## config.mk

```make
export PLATFORM = sky130hd
export DESIGN_NAME = stream_mux
export DESIGN_NICKNAME = d
export VERILOG_FILES = /design/src/source/stream_mux_pkg.sv /design/src/source/stream_mux.sv /design/src/source/packet_arbiter.sv /design/src/source/axis_skid.sv
export VERILOG_INCLUDE_DIRS = /design/src /design/src/source
export SDC_FILE = /design/constraint.sdc
export NUM_CORES = 1
export LEC_CHECK = 0
export ABC_AREA = 1
export BUFFER_PORTS_ARGS = -buffer_cell sky130_fd_sc_hd__buf_2
export CORE_UTILIZATION = 60
export DETAILED_ROUTE_END_ITERATION = 12
export PLACE_DENSITY = 0.85
export SLEW_MARGIN = 20
export SYNTH_ARGS = -nofsm -noshare
export SYNTH_HDL_FRONTEND = slang
export SYNTH_SLANG_ARGS = --single-unit
export TNS_END_PERCENT = 50
```

## constraint.sdc

```tcl
create_clock -name clock -period 6.3 [get_ports clock]
set_input_delay 1.26 -clock clock [delete_from_list [all_inputs] [get_ports clock]]
set_output_delay 1.26 -clock clock [all_outputs]
set_load 0.02 [all_outputs]
```

## src/source/stream_mux_defs.svh

```systemverilog
`ifndef STREAM_MUX_DEFS_SVH
`define STREAM_MUX_DEFS_SVH

// ----------------------------------------------------------
// Stream geometry.
// ----------------------------------------------------------

// Data bits carried by one beat.
`define STREAM_WIDTH 8

// Number of peer input sources.
`define STREAM_PORTS 4

`endif
```

## src/source/stream_mux_pkg.sv

```systemverilog
`default_nettype none

`include "stream_mux_defs.svh"

package stream_mux_pkg;

  // ----------------------------------------------------------
  // Beat format.
  // ----------------------------------------------------------

  // Index of an input source.
  typedef logic [$clog2(`STREAM_PORTS)-1:0] source_t;

  // One beat of a packet. Source is filled in by the mux.
  typedef struct packed {
    logic [`STREAM_WIDTH-1:0] data;
    logic                     last;
    source_t                  source;
  } beat_t;

  // ----------------------------------------------------------
  // Arbiter.
  // ----------------------------------------------------------

  // Idle picks a new source, locked holds it until the last beat.
  typedef enum logic {
    arb_idle,
    arb_locked
  } arb_state_t;

endpackage

`default_nettype wire

```

## src/source/stream_mux.sv

```systemverilog
`default_nettype none

`include "stream_mux_defs.svh"

module stream_mux (
  input  logic                     clock,
  input  logic                     reset,

  input  logic [`STREAM_PORTS-1:0] in_valid,
  output logic [`STREAM_PORTS-1:0] in_ready,
  input  stream_mux_pkg::beat_t    in_beat [`STREAM_PORTS],

  output logic                     out_valid,
  input  logic                     out_ready,
  output stream_mux_pkg::beat_t    out_beat
);

  import stream_mux_pkg::*;

  logic [`STREAM_PORTS-1:0] req_valid;
  logic [`STREAM_PORTS-1:0] req_ready;
  beat_t                    req_beat [`STREAM_PORTS];

  logic                     arb_valid;
  logic                     arb_ready;
  beat_t                    arb_beat;

  // ----------------------------------------------------------
  // Input skid buffers.
  // ----------------------------------------------------------

  for (genvar k = 0; k < `STREAM_PORTS; k++) begin : g_input
    beat_t tagged_beat;

    // Source field is tagged with the port index.
    assign tagged_beat = '{
      data:   in_beat[k].data,
      last:   in_beat[k].last,
      source: source_t'(k)
    };

    axis_skid #(
      .BYPASS (1'b0)
    ) u_in_skid (
      .clock   (clock),
      .reset   (reset),
      .s_valid (in_valid[k]),
      .s_ready (in_ready[k]),
      .s_beat  (tagged_beat),
      .m_valid (req_valid[k]),
      .m_ready (req_ready[k]),
      .m_beat  (req_beat[k])
    );
  end

  // ----------------------------------------------------------
  // Arbiter and output register.
  // ----------------------------------------------------------

  packet_arbiter u_arbiter (
    .clock     (clock),
    .reset     (reset),
    .req_valid (req_valid),
    .req_ready (req_ready),
    .req_beat  (req_beat),
    .out_valid (arb_valid),
    .out_ready (arb_ready),
    .out_beat  (arb_beat)
  );

  // Keeps the arbiter's combinational paths off the output port.
  axis_skid #(
    .BYPASS (1'b0)
  ) u_out_skid (
    .clock   (clock),
    .reset   (reset),
    .s_valid (arb_valid),
    .s_ready (arb_ready),
    .s_beat  (arb_beat),
    .m_valid (out_valid),
    .m_ready (out_ready),
    .m_beat  (out_beat)
  );

endmodule

`default_nettype wire

```

## src/source/packet_arbiter.sv

```systemverilog
`default_nettype none

`include "stream_mux_defs.svh"

module packet_arbiter (
  input  logic                     clock,
  input  logic                     reset,

  input  logic [`STREAM_PORTS-1:0] req_valid,
  output logic [`STREAM_PORTS-1:0] req_ready,
  input  stream_mux_pkg::beat_t    req_beat [`STREAM_PORTS],

  output logic                     out_valid,
  input  logic                     out_ready,
  output stream_mux_pkg::beat_t    out_beat
);

  import stream_mux_pkg::*;

  arb_state_t state;
  source_t    last_grant;
  source_t    lock_source;

  source_t    rr_pick;
  source_t    grant;
  logic       transfer;
  logic       end_of_packet;

  // ----------------------------------------------------------
  // Grant selection.
  // ----------------------------------------------------------

  // Round robin, nearest valid source after the last grant wins.
  always_comb begin
    rr_pick = source_t'((int'(last_grant) + 1) % `STREAM_PORTS);
    for (int i = `STREAM_PORTS; i >= 1; i--) begin
      if (req_valid[(int'(last_grant) + i) % `STREAM_PORTS]) begin
        rr_pick = source_t'((int'(last_grant) + i) % `STREAM_PORTS);
      end
    end
  end

  assign grant = (state == arb_locked) ? lock_source : rr_pick;

  // ----------------------------------------------------------
  // Steering.
  // ----------------------------------------------------------

  assign out_valid     = req_valid[grant];
  assign transfer      = out_valid && out_ready;
  assign end_of_packet = transfer && req_beat[grant].last;

  always_comb begin
    out_beat        = req_beat[grant];
    out_beat.source = grant;
  end

  // Only the granted source sees the output ready.
  always_comb begin
    req_ready        = '0;
    req_ready[grant] = out_ready;
  end

  // ----------------------------------------------------------
  // Packet lock.
  // ----------------------------------------------------------

  always_ff @(posedge clock) begin
    if (reset) begin
      state       <= arb_idle;
      last_grant  <= source_t'(`STREAM_PORTS - 1);
      lock_source <= '0;
    end else begin
      case (state)
        arb_idle: begin
          if (end_of_packet) begin
            // Single beat packet, no lock needed.
            last_grant <= grant;
          end else if (transfer) begin
            state       <= arb_locked;
            lock_source <= grant;
          end
        end

        arb_locked: begin
          if (end_of_packet) begin
            state      <= arb_idle;
            last_grant <= lock_source;
          end
        end

        default: begin
          state <= arb_idle;
        end
      endcase
    end
  end

  // ----------------------------------------------------------
  // Checks.
  // ----------------------------------------------------------

  a_one_ready : assert property (@(posedge clock) disable iff (reset)
    $onehot0(req_ready));

  // No other source may cut into a packet in flight.
  a_grant_held : assert property (@(posedge clock) disable iff (reset)
    (state == arb_locked) && !end_of_packet
      |=> (state == arb_locked) && $stable(grant));

endmodule

`default_nettype wire

```

## src/source/axis_skid.sv

```systemverilog
`default_nettype none

module axis_skid #(
  parameter bit BYPASS = 1'b0
) (
  input  logic                  clock,
  input  logic                  reset,

  input  logic                  s_valid,
  output logic                  s_ready,
  input  stream_mux_pkg::beat_t s_beat,

  output logic                  m_valid,
  input  logic                  m_ready,
  output stream_mux_pkg::beat_t m_beat
);

  import stream_mux_pkg::*;

  if (BYPASS) begin : g_bypass

    // Straight through, no state.
    assign m_valid = s_valid;
    assign s_ready = m_ready;
    assign m_beat  = s_beat;

  end else begin : g_skid

    logic  ready_q;
    logic  main_valid;
    logic  temp_valid;
    beat_t main_beat;
    beat_t temp_beat;

    logic  accept;
    logic  main_free;
    logic  main_load_in;
    logic  main_load_temp;
    logic  temp_load;
    logic  temp_valid_next;

    assign s_ready = ready_q;
    assign m_valid = main_valid;
    assign m_beat  = main_beat;

    // ----------------------------------------------------------
    // Control.
    // ----------------------------------------------------------

    assign accept    = s_valid && ready_q;
    assign main_free = !main_valid || m_ready;

    // Temp only ever holds a beat while ready_q is low.
    assign main_load_in   = accept && main_free;
    assign main_load_temp = temp_valid && m_ready;
    assign temp_load      = accept && !main_free;

    assign temp_valid_next = temp_load || (temp_valid && !m_ready);

    always_ff @(posedge clock) begin
      if (reset) begin
        ready_q    <= 1'b0;
        main_valid <= 1'b0;
        temp_valid <= 1'b0;
      end else begin
        ready_q    <= !temp_valid_next;
        main_valid <= accept || temp_valid || (main_valid && !m_ready);
        temp_valid <= temp_valid_next;
      end
    end

    // ----------------------------------------------------------
    // Datapath.
    // ----------------------------------------------------------

    always_ff @(posedge clock) begin
      if (main_load_in) begin
        main_beat <= s_beat;
      end else if (main_load_temp) begin
        main_beat <= temp_beat;
      end

      if (temp_load) begin
        temp_beat <= s_beat;
      end
    end

    // ----------------------------------------------------------
    // Checks.
    // ----------------------------------------------------------

    // A stalled output beat is held until it transfers.
    a_beat_stable : assert property (@(posedge clock) disable iff (reset)
      main_valid && !m_ready |=> main_valid && $stable(main_beat));

    // Registered ready must keep the temp register from being overwritten.
    a_temp_no_overwrite : assert property (@(posedge clock) disable iff (reset)
      temp_load |-> !temp_valid);

  end

endmodule

`default_nettype wire

```

Word level (Yosys, flattened, before mapping). Index checks and enable logic that the tools add are counted.

Register bits: 114. Bits of input ports: 51. Output and inout bits: 16. Logic and storage cells: 185.

$add $sub $neg: 4. $lt $le $gt $ge: 7. Eq/ne operators: 2. Mux-type cells: 41. Bitwise operators: 8. Reduce and logical (&&, ||, !) cells: 83.

Operator list (count): 2-to-1 mux 11 bit (12); logical AND 1 bit (32); binary-select mux 11 bit (select 2 bit) (1); logical NOT 1 bit (20); logical OR 1 bit (20); less-than comparator 3 x 4 -> 1 bit (second input constant) (4); 2-to-1 mux 2 bit (7); 2-to-1 mux 1 bit (13); binary-select mux 1 bit (select 2 bit) (5); nonzero test 2 bit (5); OR reduction 2 bit (4); adder 2 x 1 -> 2 bit (second input constant) (2); adder 2 bit (second input constant) (2); bitwise AND 1 bit (first input constant) (4); bitwise AND 4 bit (1); case mux 2 bit (2 select lines) (1); greater-or-equal comparator 3 bit (second input constant) (1); less-than comparator 2 x 3 -> 1 bit (second input constant) (1); inverter 2 -> 3 bit (1); AND reduction 3 bit (1); demux 1 bit (select 2 bit) (1); greater-or-equal comparator 2 x 1 -> 1 bit (second input constant) (1); != test 2 x 1 -> 1 bit (second input constant) (1); != test 2 bit (second input constant) (1); other kinds (3) (4).

Longest topological paths before layout.
Word-level depth: 21. Depth in mapped cells: 20.

By module. Synthesis repeated with hierarchy kept, for this count alone.

Cell total of the unflattened synthesis: 543. Area total of the unflattened synthesis: 5705.5 um^2.

Modules (own cells, without submodules): axis_skid (instances 5, cells each 77, area an instance 973.4 um^2, sequential area each 720.7 um^2); packet_arbiter (instances 1, cells each 156, area an instance 830.8 um^2, sequential area each 100.1 um^2); stream_mux (instances 1, cells each 2, area an instance 7.5 um^2, sequential area each 0.0 um^2).

Least setup slack after synthesis. OpenSTA, ideal clock, no wires.

Path type: register to register. Start point: reg u_arbiter.last_grant[0]. End point: reg u_out_skid.g_skid.main_beat (netlist bit u_out_skid.m_beat[0]) (enable). Arrival time: 2.252 ns. Required time: 5.906 ns. Slack: 3.653 ns. Stages on the path, launching flop included: 17. Clock period less this slack: 2.647 ns. Path through: dfxtp_1 -> buf_6 -> inv_4 -> nand2_1 -> nand2_2 -> inv_2 -> nand2_1 -> and3_1 -> nand2_2 -> a21oi_4 -> nand4_1 -> nand2_1 -> nor2_1 -> nor2_4 -> nand2_4 -> buf_6 -> o21ai_0.

Cells in the longest elaborated chain, start to end: 14. Elaborated cells between the ends (all ways): 26. Those cells by class: add/sub: 4; mux: 19; reduce/logical: 3.

Ends and longest elaborated chain: start, declared (line packet_arbiter.sv:21) `source_t last_grant;`; start signal, assigned (line packet_arbiter.sv:71) `` last_grant <= source_t'(`STREAM_PORTS - 1); ``; start signal, assigned (line packet_arbiter.sv:78) `last_grant <= grant;`; start signal, assigned (line packet_arbiter.sv:88) `last_grant <= lock_source;`; adder 2 x 1 -> 2 bit (line packet_arbiter.sv:37, packet_arbiter.sv:38); binary-select mux 1 bit (select 2 bit) (line packet_arbiter.sv:37) `` if (req_valid[(int'(last_grant) + i) % `STREAM_PORTS]) begin ``; 2-to-1 mux 1 bit (2 in series) (line packet_arbiter.sv:37); 2-to-1 mux 2 bit (3 in series) (line packet_arbiter.sv:37); 2-to-1 mux 2 bit * (line packet_arbiter.sv:37); 2-to-1 mux 2 bit * (line packet_arbiter.sv:43) `assign grant = (state == arb_locked) ? lock_source : rr_pick;`; binary-select mux 1 bit (select 2 bit) * (line packet_arbiter.sv:49) `assign out_valid = req_valid[grant];`; 2-to-1 mux 1 bit (not written as such) * (line packet_arbiter.sv:49); logical AND 1 bit * (line axis_skid.sv:50) `assign accept = s_valid && ready_q;`; logical AND 1 bit * (line axis_skid.sv:54) `assign main_load_in = accept && main_free;`; nonzero test 2 bit (no line) *; end signal, assigned (line axis_skid.sv:78) `main_beat <= s_beat;`; end signal, assigned (line axis_skid.sv:80) `main_beat <= temp_beat;`; end, declared (line axis_skid.sv:32) `beat_t main_beat;`.

Mark *: on every way between the ends. The rest lies on a longest branch, timed or not. The select of a mux whose other input is x is not followed. A chain may end at the register's enable or synchronous reset.

==> results.py <==
metrics = {
    "outcome": {
        "outcome": "finished, final reports clean",
    },
    "synth": {
        "yosys_warnings": 0,
        "yosysTopAreaCell": "edfxtp_1",
        "syn_area_per_cell_um2": 11.00,
        "synth_top_area_share_pct": 55.54,
        "synth_most_common_cell": "nand2_1",
        "synth-main-ff-cell": "edfxtp_1",
        "synth_edf_count": 94,
        "synthTopCellsByCount": "nand2_1, edfxtp_1, inv_1",
        "netlist_instances": 462,
        "synth_area_um2": 5082,
        "synth_nets": 513,
        "ys_seq_area_share_pct": 63.42,
        "async_flop_share_pct": 0,
        "synthTopCellsByArea": "edfxtp_1, nand2_1, dfxtp_1, o21ai_2, inv_1",
        "synth_cell_types": 29,
        "synth_seq_cells": 114,
    },
    "floorplanning": {
        "start_util_pct": 61.85,
        "rows": 33,
        "core_area_um2": 8217,
        "fp.dieArea_um2": 8843,
        "die_h_um": 94.04,
        "die_x_um": 94.04,
        "io_pins": 67,
    },
    "timing": {
        "setup_viol": 0,
        "worstMarginPinSlew_ns": 0.8714,
        "fin_crit_sh_pct": 50.31,
        "fin_crit_ns": 3.169,
        "maxSlewViolCount": 0,
        "relSlewSlack_pct": 41.51,
        "fin_skew_ns": 0.01541,
        "rsz0062_at_grt": "false",
        "fin_setup_tns_ns": 0,
        "whs_ns": 0.5149,
        "fmax_mhz": 315.5,
        "hold_violations": 0,
    },
    "final_layout": {
        "ff_latch_area_um2": 3223,
        "multiInputGateArea_um2": 1465,
        "antenna_cells": 0,
        "final_layout_size_suffix_gt1_share_pct": 27.96,
        "fin_nets": 579,
        "stdcell_count": 645,
        "syn_to_final_growth_pct": 18.51,
        "fillCellCount": 533,
    },
    "worst_setup_path": {
        "worstPathMaxFanout": 19,
        "path_buf_inv": 2,
        "cp.required_ns": 6.44,
        "crit_start": "u_arbiter.last_grant[0]",
        "path_depth": 14,
        "r2r-start": "u_arbiter.last_grant[0]",
        "cp_data_arrival_time_ns": 3.30,
        "crit-reg2reg-capture": "g_input[0].u_in_skid.m_beat[7]",
        "crit_chain": "nand2_1, nand2_2, inv_2, nand2_1, nand2_1, inv_1, nand3_1, nand3_4, nand2_8, nor2_4, nand2_2, nand2_2, nand3_4, o21ai_1",
        "worstSetupEndpointType": "flop",
        "cp_slowest_cell": "o21ai_1",
        "regToRegSetupSlack_ns": 3.13,
        "r2r.worst_path.cells": 14,
        "cp_slowest_stage_delay_ns": 0.55,
        "crit_end": "g_input[0].u_in_skid.m_beat[7]",
        "critPathTopFamily": "simple AND/OR/NAND/NOR gates",
        "start_kind": "flop",
        "crit_type": "reg2reg",
    },
    "clock_network": {
        "clock-sinks": 114,
        "clockBufferDepth": 2,
        "worstSkewPairLatency_ns": 0.52,
        "holdBufCountCts": 0,
        "cts_resized": 0,
        "root_buffer": "clkbuf_8",
        "postCtsSetupRepairBufs": 0,
        "numCtsBuffers": 17,
        "cts_tree": "yes",
        "htreeDepth": 4,
        "cts.reportedPaths.clkPinSlew_ns": 0.05,
    },
    "power_and_ir_drop": {
        "power.total_mw": 3.336,
        "power_density_nw_per_um2": 553.9,
        "leakagePower_nw": 2.616,
        "irDropWorstVdd_mv": 0.3286,
    },
    "drt": {
        "drtIter0Drc": 326,
        "routed_via_density": 5.322,
        "routedWlPerCell_um": 15.56,
        "drc_errors": 0,
        "wirelength_mm": 10.04,
        "first_pass_iters": 5,
        "num_vias": 3433,
        "final_antenna_net_count": 0,
    },
    "global_route": {
        "grt_pass1_vias": 3296,
        "grt_usage_pct": 25.37,
        "grt_first_pass_wirelength_mm": 16.07,
        "grt_max_degree": 20,
        "antenna_found_initial": 0,
        "grt_overflow_total": 0,
    },
    "placed_design": {
        "gp_congestion": 0.8103,
        "dp_hpwl_mm": 6.570,
        "port_buffers": 58,
        "dpl.cell_count": 614,
    },
    "run": {
        "maxCapViolations": 0,
    },
    "min_path": {
        "min_path_type": "reg2reg",
    },
}
[worst reg2reg max path, stage by stage, from the launching register on]
cell	delay [ns]
dfxtp_1	0.54
nand2_1	0.12
nand2_2	0.10
inv_2	0.06
nand2_1	0.08
nand2_1	0.07
inv_1	0.08
nand3_1	0.17
nand3_4	0.19
nand2_8	0.11
nor2_4	0.25
nand2_2	0.12
nand2_2	0.14
nand3_4	0.22
o21ai_1	0.55
[worst min path at each step]
stage | startpoint | end | slack, ns | cells after the start
6_report | u_out_skid.g_skid.temp_valid | u_out_skid.g_skid.temp_valid | 0.51 | 2
5_1_grt | u_arbiter.lock_source[1] | u_arbiter.lock_source[1] | 0.52 | 2
4_1_cts | u_arbiter.lock_source[1] | u_arbiter.lock_source[1] | 0.51 | 2
3_5_place_dp | u_arbiter.lock_source[1] | u_arbiter.lock_source[1] | 0.49 | 2
3_3_place_gp | u_arbiter.lock_source[1] | u_arbiter.lock_source[1] | 0.46 | 2
2_1_floorplan | u_arbiter.lock_source[1] | u_arbiter.lock_source[1] | 0.45 | 2
[registers in the layout (all words and copies together), names as in the netlist, named ones only]
signal and cells:
u_out_skid.g_skid.temp_beat 11, g_input.u_in_skid.s_ready 4, u_out_skid.s_ready 1, g_input.u_in_skid.g_skid.temp_valid 4
g_input.u_in_skid.m_valid 4, u_out_skid.g_skid.temp_valid 1, u_out_skid.m_beat 11, u_out_skid.m_valid 1
u_arbiter.lock_source 2, g_input.u_in_skid.m_beat 36, u_arbiter.last_grant 2, g_input.u_in_skid.g_skid.temp_beat 36
[report_power, final]
| part | leakage (nW) | switching (mW) | internal (mW) |
|---|---|---|---|
| registers | 1.03 | 0.0566 | 1.01 |
| logic | 1.29 | 0.926 | 0.365 |
| clock network | 0.296 | 0.315 | 0.668 |
| total | 2.62 | 1.30 | 2.04 |
[cells by family after synthesis]
family	count (synthesis)	synth area share [%]
AOI/OAI and AO/OA	71	10.46
buffers and inverters	87	7.755
and+or+nand+nor	190	18.37
DFF	114	63.42
[through the flow]
stage / area (µm²) / setup slack, ns / utilization, %
detailed placement: 5406 / 3.077 / 65.80
global route: 6023 / 2.833 / 73.31
finish: 6023 / 3.131 / 73.31
floorplan: 5082 / 3.653 / -
CTS: 6023 / 3.054 / 73.31
global placement: 5406 / 3.345 / 65.80
[per-layer routing]
layer | global-route usage, % | up-vias | part of all wire, %
li1 | - | 1676 | -
met1 | 30.31 | 1570 | 40
met2 | 42.34 | 159 | 51
met3 | 6.877 | 28 | 6.4
met4 | 12.44 | 0 | 2.7
met5 | 0 | - | 0
[cells in the final DEF (no fill, tap or decap), drive strengths merged, types with 5 or more instances in the layout]
| master | instances |
|---|---|
| buf | 59 |
| nand3 | 21 |
| dfxtp | 20 |
| edfxtp | 94 |
| a21oi | 5 |
| inv | 75 |
| nor2 | 26 |
| clkbuf | 21 |
| o21ai | 47 |
| a22oi | 11 |
| nand4 | 5 |
| nand2 | 137 |
[layout make-up]
class	instances	area share [%]
Clock buffer	21	7.624
Sequential cell	114	53.51
Clock inverter	10	2.617
Multi-Input combinational cell	261	24.32
Tap cell	105	2.181
Inverter	75	4.798
Timing Repair Buffer	59	4.944
(Power assumes the default switching activity.)
